**config.mk**
```make
export PLATFORM = sky130hd
export DESIGN_NAME = shared_port
export DESIGN_NICKNAME = d
export VERILOG_FILES = /design/src/common/port_pkg.sv /design/src/arbiter/onehot_encoder.sv /design/src/arbiter/matrix_arbiter.sv /design/src/design/beat_timer.sv /design/src/design/burst_datapath.sv /design/src/design/port_controller.sv /design/src/design/shared_port.sv
export VERILOG_INCLUDE_DIRS = /design/src /design/src/common
export SDC_FILE = /design/constraint.sdc
export NUM_CORES = 1
export LEC_CHECK = 0
export BUFFER_PORTS_ARGS = -buffer_cell sky130_fd_sc_hd__buf_2
export CORE_MARGIN = 1
export CORE_UTILIZATION = 47
export DETAILED_ROUTE_END_ITERATION = 8
export PLACE_DENSITY = 0.8
export SYNTH_ARGS = -nofsm -noshare
export SYNTH_HDL_FRONTEND = slang
export SYNTH_SLANG_ARGS = --single-unit
export TNS_END_PERCENT = 5
```
**constraint.sdc**
```tcl
create_clock -name clk -period 2.38 [get_ports clk]
set_input_delay 0.119 -clock clk [delete_from_list [all_inputs] [get_ports clk]]
set_output_delay 0.119 -clock clk [all_outputs]
set_load 0.005 [all_outputs]
```
**src/common/port_params.svh**
```systemverilog
`ifndef PORT_PARAMS_SVH
`define PORT_PARAMS_SVH

// number of clients sharing the port.
`define SP_NUM_CLIENTS 4

// downstream port address width.
`define SP_ADDR_WIDTH 16

// a length field of n means n+1 beats.
`define SP_LEN_WIDTH 4

`endif

```
**src/common/port_pkg.sv**
```systemverilog
`include "port_params.svh"

package port_pkg;

    // one bit per client, for requests, grants and acks.
    typedef logic [`SP_NUM_CLIENTS-1:0] client_vec_t;

    typedef logic [$clog2(`SP_NUM_CLIENTS)-1:0] client_idx_t;

    typedef logic [`SP_ADDR_WIDTH-1:0] addr_t;

    // a length field or the remaining beats minus one.
    typedef logic [`SP_LEN_WIDTH-1:0] beat_len_t;

    typedef enum logic {
        PS_IDLE = 1'b0,
        PS_BUSY = 1'b1
    } port_state_t;

endpackage

```
**src/arbiter/onehot_encoder.sv**
```systemverilog
`timescale 1ns/1ps

module onehot_encoder #(
    parameter int num_reqs = 4
) (
    input  port_pkg::client_vec_t onehot,
    output port_pkg::client_idx_t binary
);

    // each index bit is the OR of the one-hot bits whose position has it set.
    always_comb begin
        binary = '0;
        for (int i = 0; i < num_reqs; i++) begin
            if (onehot[i]) begin
                binary = binary | port_pkg::client_idx_t'(i);
            end
        end
    end

endmodule

```
**src/arbiter/matrix_arbiter.sv**
```systemverilog
`timescale 1ns/1ps

module matrix_arbiter #(
    parameter int num_reqs    = 4,
    parameter bit lock_enable = 1'b1
) (
    input  logic                  clk,
    input  logic                  reset,
    input  logic                  enable,
    input  port_pkg::client_vec_t requests,
    output port_pkg::client_idx_t grant_index,
    output port_pkg::client_vec_t grant_onehot,
    output logic                  grant_valid
);

    if (num_reqs == 1) begin : g_single

        // a lone requester always wins.
        assign grant_index  = '0;
        assign grant_onehot = port_pkg::client_vec_t'(requests[0]);
        assign grant_valid  = requests[0];

    end else begin : g_matrix

        // prio[i][j] with i < j is set when client i beats client j.
        logic [num_reqs-1:0]   prio [num_reqs];
        port_pkg::client_vec_t grant_unqual;

        always_comb begin
            logic blocked;
            grant_unqual = '0;
            for (int j = 0; j < num_reqs; j++) begin
                blocked = 1'b0;
                for (int i = 0; i < num_reqs; i++) begin
                    if (i < j) begin
                        blocked = blocked | (requests[i] & prio[i][j]);
                    end else if (i > j) begin
                        blocked = blocked | (requests[i] & ~prio[j][i]);
                    end
                end
                grant_unqual[j] = requests[j] & ~blocked;
            end
        end

        // the accepted winner drops below every other client.
        // out of reset lower numbers come first.
        always_ff @(posedge clk) begin
            for (int i = 0; i < num_reqs; i++) begin
                for (int j = i + 1; j < num_reqs; j++) begin
                    if (reset) begin
                        prio[i][j] <= 1'b1;
                    end else if (enable && grant_unqual[i]) begin
                        prio[i][j] <= 1'b0;
                    end else if (enable && grant_unqual[j]) begin
                        prio[i][j] <= 1'b1;
                    end
                end
            end
        end

        if (lock_enable) begin : g_lock
            port_pkg::client_vec_t grant_prev;

            always_ff @(posedge clk) begin
                if (reset) begin
                    grant_prev <= '0;
                end else if (enable) begin
                    grant_prev <= grant_unqual;
                end
            end

            // hold the owner while its burst runs.
            assign grant_onehot = enable ? grant_unqual : grant_prev;
        end else begin : g_nolock
            assign grant_onehot = grant_unqual;
        end

        onehot_encoder #(
            .num_reqs (num_reqs)
        ) encoder (
            .onehot (grant_unqual),
            .binary (grant_index)
        );

        assign grant_valid = |requests;

    end

endmodule

```
**src/design/beat_timer.sv**
```systemverilog
`timescale 1ns/1ps

module beat_timer (
    input  logic                clk,
    input  logic                reset,
    input  logic                load,
    input  port_pkg::beat_len_t load_len,
    input  logic                advance,
    output logic                last
);

    // beats remaining minus one.
    port_pkg::beat_len_t count;

    always_ff @(posedge clk) begin
        if (reset) begin
            count <= '0;
        end else if (load) begin
            count <= load_len;
        end else if (advance && count != '0) begin
            count <= count - 1'b1;
        end
    end

    assign last = (count == '0);

endmodule

```
**src/design/burst_datapath.sv**
```systemverilog
`timescale 1ns/1ps

`include "port_params.svh"

module burst_datapath (
    input  logic                                      clk,
    input  logic                                      reset,
    input  logic                                      load,
    input  port_pkg::client_idx_t                     sel,
    input  port_pkg::addr_t     [`SP_NUM_CLIENTS-1:0] req_addr,
    input  port_pkg::beat_len_t [`SP_NUM_CLIENTS-1:0] req_len,
    input  logic                                      advance,
    output port_pkg::beat_len_t                       beat_len,
    output port_pkg::client_idx_t                     owner,
    output port_pkg::addr_t                           beat_addr
);

    always_ff @(posedge clk) begin
        if (reset) begin
            owner     <= '0;
            beat_addr <= '0;
        end else if (load) begin
            owner     <= sel;
            beat_addr <= req_addr[sel];
        end else if (advance) begin
            beat_addr <= beat_addr + 1'b1;
        end
    end

    // the timer only samples the length in the grab cycle.
    assign beat_len = req_len[sel];

endmodule

```
**src/design/port_controller.sv**
```systemverilog
`timescale 1ns/1ps

module port_controller (
    input  logic                  clk,
    input  logic                  reset,
    input  logic                  grant_valid,
    input  port_pkg::client_vec_t grant_onehot,
    input  logic                  port_ready,
    input  logic                  last,
    output logic                  grab,
    output logic                  advance,
    output logic                  busy,
    output port_pkg::client_vec_t ack
);

    port_pkg::port_state_t state;
    port_pkg::port_state_t state_next;

    always_comb begin
        state_next = state;
        case (state)
            port_pkg::PS_IDLE: begin
                if (grant_valid) begin
                    state_next = port_pkg::PS_BUSY;
                end
            end
            port_pkg::PS_BUSY: begin
                if (port_ready && last) begin
                    state_next = port_pkg::PS_IDLE;
                end
            end
            default: state_next = port_pkg::PS_IDLE;
        endcase
    end

    always_ff @(posedge clk) begin
        if (reset) begin
            state <= port_pkg::PS_IDLE;
        end else begin
            state <= state_next;
        end
    end

    assign busy    = (state == port_pkg::PS_BUSY);
    assign grab    = (state == port_pkg::PS_IDLE) && grant_valid;
    assign advance = busy && port_ready;

    // ack the locked owner on its final accepted beat.
    assign ack = (advance && last) ? grant_onehot : '0;

endmodule

```
**src/design/shared_port.sv**
```systemverilog
`timescale 1ns/1ps

`include "port_params.svh"

module shared_port (
    input  logic                                      clk,
    input  logic                                      reset,
    input  port_pkg::client_vec_t                     req,
    input  port_pkg::addr_t     [`SP_NUM_CLIENTS-1:0] req_addr,
    input  port_pkg::beat_len_t [`SP_NUM_CLIENTS-1:0] req_len,
    input  logic                                      port_ready,
    output port_pkg::client_vec_t                     ack,
    output logic                                      port_valid,
    output port_pkg::addr_t                           port_addr,
    output logic                                      port_last,
    output port_pkg::client_idx_t                     port_owner
);

    port_pkg::client_vec_t grant_onehot;
    port_pkg::client_idx_t grant_index;
    logic                  grant_valid;
    logic                  grab;
    logic                  advance;
    logic                  busy;
    logic                  last;
    port_pkg::beat_len_t   beat_len;

    matrix_arbiter #(
        .num_reqs    (`SP_NUM_CLIENTS),
        .lock_enable (1'b1)
    ) arbiter (
        .clk          (clk),
        .reset        (reset),
        .enable       (grab),
        .requests     (req),
        .grant_index  (grant_index),
        .grant_onehot (grant_onehot),
        .grant_valid  (grant_valid)
    );

    port_controller controller (
        .clk          (clk),
        .reset        (reset),
        .grant_valid  (grant_valid),
        .grant_onehot (grant_onehot),
        .port_ready   (port_ready),
        .last         (last),
        .grab         (grab),
        .advance      (advance),
        .busy         (busy),
        .ack          (ack)
    );

    beat_timer timer (
        .clk      (clk),
        .reset    (reset),
        .load     (grab),
        .load_len (beat_len),
        .advance  (advance),
        .last     (last)
    );

    burst_datapath datapath (
        .clk       (clk),
        .reset     (reset),
        .load      (grab),
        .sel       (grant_index),
        .req_addr  (req_addr),
        .req_len   (req_len),
        .advance   (advance),
        .beat_len  (beat_len),
        .owner     (port_owner),
        .beat_addr (port_addr)
    );

    assign port_valid = busy;
    assign port_last  = busy && last;

endmodule

```
==> metrics, run 1 <==
status=finished clean; H-tree depth=2; synth unique cells=58; cts bufs inserted=5; R2R setup slack=410 ps; Post-Syn Nets=~400; Fmax achieved=~500 MHz; DR vias=2721; worst r2r dst=datapath.beat_addr[1]; Final Power=1640 uW; die height=73.3 um; post-CTS setup buffer count=0; number of diodes=0; register bit total from synthesis=33; final setup TNS=0 ps; Root Driver=clkbuf_8; LEAKAGE=0.00140 uW; Site Rows=25; Max-cap violations=0; Max Root-Sink Buffers=2; worst slack, placed=440 ps; clock power share=0.254; Final #Nets=502; Die X=73.3 um; Comb pwr share=0.323; total I/O pin count=111; area growth from synthesis to layout=28.9%; Final Setup Violations=0; kind of critical path=reg -> out; Hold Path Class=in -> reg; Avg Inst Size Synth=about 7.8 um2; FF-to-FF path depth=6; register area share after synthesis=0.298; initial DRC count=132; synthesized area=roughly 2400 um2; layout cell share with drive strength beyond 1=0.334; WL/cell=between 10 and 15 um; Period Utilization, post-route=0.839; gpl congestion=~0.9; Core ar.=4820 um2; final number of hold-violating endpoints=0; synthesized instance count=305; Cell Pwr Density=533 nW/um2; Worst R2R Start=arbiter.g_matrix.prio[0][0]; first-pass GRT wire length=11400 um; antenna violations before repair=0; latest clock arrival within the worst-skew pair=just under 300 ps; CP arrival=~1900 ps; Hold Crit Start=req_addr[29]; Tmin final=2000 ps; Top FF cell, synth=dfxtp_1; critical path launch point type=register; Worst-path clk slew=80 ps; FFs w/ async S/R, synth=0; gr ovfl total=0; CP endpoint kind=output port; port bufs=110; Seq pwr share=0.423; starting density of the core=0.496; number of slew-limit violations in the final report=0; Die ar.=5370 um2; Sw Ratio=0.343; Final WS setup=382 ps; slew at the pin with the worst max-slew slack=728 ps; number of flops mapped to enable cells by yosys=5; Slew HR=0.513; Clock Skew=9.03 ps; DP Wirelength=5440 um; Synthesis Warnings=0; RSZ-0062 raised after global routing=false; Int Pwr=around 1100 uW; drt total wl=6970 um; worst hold endpoint=datapath.beat_addr[13]; Max VDD drop=290 uV; DRC violations left=0; Antenna Nets Post-Route=0; All-Layer GR Usage=0.274; Critical Path RT=2260 ps; Initial DRT Pass Iterations=4; clock sink total=33; vias in the first global route=2546; Max Fanout on Critical Path=16; via/cell ratio=5.67; final core occ=0.639; P_sw=between 500 and 600 uW; Hold Buf Count CTS=0; Resize count post-CTS=0; largest net degree at the start of global routing=34; CTS tree=done; Hold Path Stages=4
==> cells by family after synthesis <==
group	Yosys count	synth area share
flip-flops	33	0.298
XOR/XNOR	5	0.0183
AND/OR/NAND/NOR	123	0.257
multiplexers	17	0.0728
AO/OA/AOI/OAI	99	0.283
adder cells (fa/ha/maj)	3	0.0157
buffers and inverters	25	0.0556
==> cells in the final DEF (no fill, tap or decap), types with 3 or more instances in the layout <==
master     Yosys  final
a21oi_1       25     25
a31oi_1        7      7
and2_1         3      3
and3_1         5      5
and4_1         3      3
buf_2          6    110
buf_4          3      8
clkbuf_8       0      5
dfxtp_1       28     28
edfxtp_1       5      5
ha_1           3      3
inv_1          6      6
mux2_1         3      3
mux2i_1       14     14
nand2_1       46     46
nand2b_1       9      9
nand3_1        8      8
nor2_1        20     20
nor3_1         7      7
nor4_1         4      4
o21ai_0       16     16
o221ai_1       7      7
o22ai_1       13     13
o2bb2ai_1      6      6
o32ai_1        3      3
xor2_1         4      4
==> state kept, by name (all words and copies together), names as in the netlist <==
name / count
datapath.owner: 2
controller.busy: 1
arbiter.g_matrix.prio: 6
timer.count: 4
datapath.beat_addr: 16
arbiter.g_matrix.g_lock.grant_prev: 4
==> worst max-delay path, stage by stage (launching register included) <==
cell,delay [ps]
dfxtp_1,570
nand2b_1,550
a21oi_1,180
nor3_1,150
buf_2,140
==> how the worst max path moves through the flow <==
stage                                      startpoint                           to  slack, ps  cells past startpoint
after global routing                  controller.busy                       ack[0]        190                      4
after floorplan           arbiter.g_matrix.prio[1][1]       datapath.beat_addr[14]        680                      6
after detailed placement  arbiter.g_matrix.prio[0][0]  arbiter.g_matrix.prio[1][2]        440                      5
after CTS                             controller.busy                       ack[0]        380                      4
after global placement    arbiter.g_matrix.prio[0][0]  arbiter.g_matrix.prio[1][2]        470                      5
final                                 controller.busy                       ack[0]        380                      4
==> cells in the mapped netlist (3+ instances only) <==
master     instances  area (um2)
nor3_1             7        35.0
nor4_1             4        25.0
mux2_1             3        33.8
and2_1             3        18.8
nand2b_1           9        56.3
edfxtp_1           5         150
buf_2              6        30.0
nand2_1           46         173
nand3_1            8        40.0
o21ai_0           16        80.1
o22ai_1           13        81.3
mux2i_1           14         140
clkbuf_1           7        26.3
o32ai_1            3        26.3
inv_1              6        22.5
a31oi_1            7        43.8
nor2_1            20        75.1
dfxtp_1           28         561
xor2_1             4        35.0
and4_1             3        26.3
a21oi_1           25         125
buf_4              3        22.5
ha_1               3        37.5
and3_1             5        31.3
o2bb2ai_1          6        52.6
o221ai_1           7        61.3
==> power by group through the flow <==
stage | logic [uW] | registers, uW | clock network (uW)
3_3_place_gp | 518 | 702 | 0
5_1_grt | 595 | 702 | 445
2_1_floorplan | 337 | 689 | 0
6_report | 529 | 694 | 416
3_5_place_dp | 528 | 704 | 0
4_1_cts | 530 | 692 | 422
==> metal layers <==
metal | up-vias | track usage | wire (um)
met5 | - | 0 | 0
met4 | 0 | 0.0937 | 152
li1 | 1359 | - | -
met2 | 105 | 0.480 | 3470
met1 | 1240 | 0.334 | 2900
met3 | 17 | 0.0535 | 441
==> cell type report <==
cell class              instances  area (um2)
multi-input cells             247        1540
fillers                       445        1740
clock buffers                   5        68.8
repair buffers                119         631
clock inverters                 3        17.5
inverters                       6        22.5
flip-flops and latches         33         711
well taps                      67        83.8
==> metrics by stage <==
step	cell area (um2)	hold slack, ps	cells
CTS	3080	217	480
finish	3080	223	480
global placement	2990	441	472
global route	3080	256	480
floorplan	2390	323	305
detailed placement	2990	450	472
Power figures use the tool's default switching activity.
==> run 2: changes to the inputs <==
--- a/config.mk
+++ b/config.mk
@@ -6,11 +6,12 @@
 export SDC_FILE = /design/constraint.sdc
 export NUM_CORES = 1
 export LEC_CHECK = 0
+export ABC_AREA = 1
 export BUFFER_PORTS_ARGS = -buffer_cell sky130_fd_sc_hd__buf_2
 export CORE_MARGIN = 1
-export CORE_UTILIZATION = 47
+export CORE_UTILIZATION = 49
 export DETAILED_ROUTE_END_ITERATION = 8
-export PLACE_DENSITY = 0.8
+export PLACE_DENSITY = 0.81
 export SYNTH_ARGS = -nofsm -noshare
 export SYNTH_HDL_FRONTEND = slang
 export SYNTH_SLANG_ARGS = --single-unit
==> constraint.sdc (replaced) <==
create_clock -name clk -period 1.98 [get_ports clk]
set_input_delay 0.099 -clock clk [delete_from_list [all_inputs] [get_ports clk]]
set_output_delay 0.099 -clock clk [all_outputs]
set_load 0.005 [all_outputs]
==> metrics, run 2 <==
largest net degree at the start of global routing=29; cts bufs inserted=5; Period Utilization, post-route=0.915; Post-Syn Nets=548; Avg Inst Size Synth=6.00 um2; H-tree depth=2; area growth from synthesis to layout=23.9%; number of diodes=0; Initial DRT Pass Iterations=5; combinational family with the most area after synthesis=simple AND/OR/NAND/NOR gates; synth unique cells=39; latest clock arrival within the worst-skew pair=290 ps; vias in the first global route=a little under 3k; CP endpoint kind=register; gpl congestion=0.910; Antenna Nets Post-Route=0; critical path launch point type=register; first-pass GRT wire length=13700 um; Max VDD drop=approximately 300 uV; Largest delay share family, worst path=simple AND/OR/NAND/NOR gates; critical path's largest stage delay=390 ps; CP most frequent cell=nand2_1; Critical Path RT=2170 ps; number of flops mapped to enable cells by yosys=5; RSZ-0062 raised after global routing=false; Slew HR=0.652; Post-Synth Adder-Cell Area=0.0137; register bit total from synthesis=33; Die X=around 77 um; antenna violations before repair=0; post-synthesis xor/xnor area fraction=0.0255; area share of the largest cell type after synthesis=0.204; Max-cap violations=0; max reg flops=16; dominant cell type by area after synthesis=dfxtp_1; synthesized area=2750 um2; Top FF cell, synth=dfxtp_1; CTS tree=done; initial DRC count=around 230; die height=76.9 um; DR vias=roughly 3.3k; gr ovfl total=0; Core ar.=5240 um2; synthesized instance count=458; Final #Nets=approximately 650; Slowest cell on crit path=edfxtp_1; CP arrival=2000 ps; Hold Buf Count CTS=0; Final Setup Violations=0; Cell Pwr Density=643 nW/um2; Synth Area in Compound Gates=0.179; drt total wl=8250 um; most instantiated library cell after synthesis=nand2_1; Root Driver=clkbuf_8; WL/cell=~13 um; layout cell share with drive strength beyond 1=0.251; via/cell ratio=5.19; Tmin final=1810 ps; Synth area leaders=dfxtp_1 (20%), nand2_1 (14%), nor2_1 (9.7%); DRC violations left=0; simple-gate share of the synthesized area=0.378; port bufs=110; All-Layer GR Usage=0.287; Critical Path, Cell by Cell=nand2_1 -> inv_1 -> nor2_1 -> nand2_4 -> nand2_8 -> inv_6 -> nand2_1 -> nand2_1 -> nand2_1 -> nand3_1 -> nand2_1 -> nor2_1; Hold Path Class=in -> reg; Synthesis Warnings=0; register area share after synthesis=0.259; Top reg by flops=datapath.beat_addr; CP bufs+invs=2; Max Root-Sink Buffers=2; FFs w/ async S/R, synth=0; Die ar.=5910 um2; Max Fanout on Critical Path=28; most common cell after layout, fill and taps aside=buf_2; multiplexer share of the synthesized area=0; number of slew-limit violations in the final report=0; total I/O pin count=between 100 and 150; synth cell count leaders=nand2_1 (103), nor2_1 (71), inv_1 (63), nand3_1 (34), o21ai_0 (30); final number of hold-violating endpoints=0; DP Wirelength=6340 um; starting density of the core=0.524; placed insts=approximately 620; LEAKAGE=between 0.0015 and 0.002 uW; status=finished clean; final setup TNS=0 ps; commonest non-fill, non-tap cells in the layout=buf_2 (110), nand2_1 (103), nor2_1 (70), inv_1 (63), nand3_1 (34); final cell count without fillers=632; Site Rows=26; Worst-path clk slew=70 ps; clock sink total=33; Largest regs=datapath.beat_addr (16), arbiter.g_matrix.prio (6); Clock Skew=3.95 ps; slew at the pin with the worst max-slew slack=521 ps; kind of critical path=reg -> reg; Fmax achieved=552 MHz
-- run 2: logic make-up (layout without fill, tap and decap cells) --
group | count (synthesis) | count (layout)
xor gates and xnor gates | 8 | 8
buffers and inverters | 87 | 191
DFF | 33 | 33
and+or+nand+nor | 237 | 237
AOI/OAI and AO/OA | 90 | 90
adders and majority gates | 3 | 3
-- run 2: final timing paths --
kind / from / endpoint / slack [ps] / cells past startpoint
setup / recovery: arbiter.g_matrix.prio[0][0] / datapath.beat_addr[10] / 170 / 12
hold / removal: req_addr[52] / datapath.beat_addr[4] / 150 / 5
setup reg to reg: arbiter.g_matrix.prio[0][0] / datapath.beat_addr[10] / 170 / 12
hold reg to reg: arbiter.g_matrix.g_lock.grant_prev[1] / arbiter.g_matrix.g_lock.grant_prev[1] / 490 / 2
-- run 2: final cells by class --
cell class,instances,area [um2]
clock buffer,7,86.3
fill,491,1830
timing repair buffer,115,588
tap,70,87.6
sequential,33,711
multi-input combinational,338,1640
clock inverter,1,30.0
inverter,68,260
-- run 2: worst register-to-register path, stage by stage (launching register included) --
cell	delay [ps]
edfxtp_1	390
nand2_1	100
inv_1	50
nor2_1	180
nand2_4	170
nand2_8	210
inv_6	140
nand2_1	80
nand2_1	50
nand2_1	70
nand3_1	130
nand2_1	110
nor2_1	50
-- run 2: per-layer routing --
layer,wire length (um),track usage,vias up
li1,-,-,1668
met1,3770,0.389,1453
met2,3800,0.472,152
met3,576,0.0405,8
met4,102,0.0788,0
met5,0,0,-
-- run 2: power breakdown --
group	switching (uW)	internal, uW	leakage [uW]
Sequential	72.9	749	0.000271
Combinational	423	281	0.00148
Clock	252	410	0.0000585
Total	748	1440	0.00181
-- run 2: what timing repair did --
item	4_1_cts	5_1_grt
setup endpoints to repair	0	1
setup buffers	0	0
resized for setup	0	1
-- run 2: metrics by stage --
stage	utilization	power [uW]	hold WS [ps]	area, um2	setup WS, ps
detailed placement	0.627	1520	446	3280	206
CTS	0.649	2190	146	3400	94.0
finish	0.650	2190	149	3400	167
floorplan	-	1290	312	2750	478
global placement	0.627	1510	439	3280	261
global route	0.650	2330	180	3400	14.0
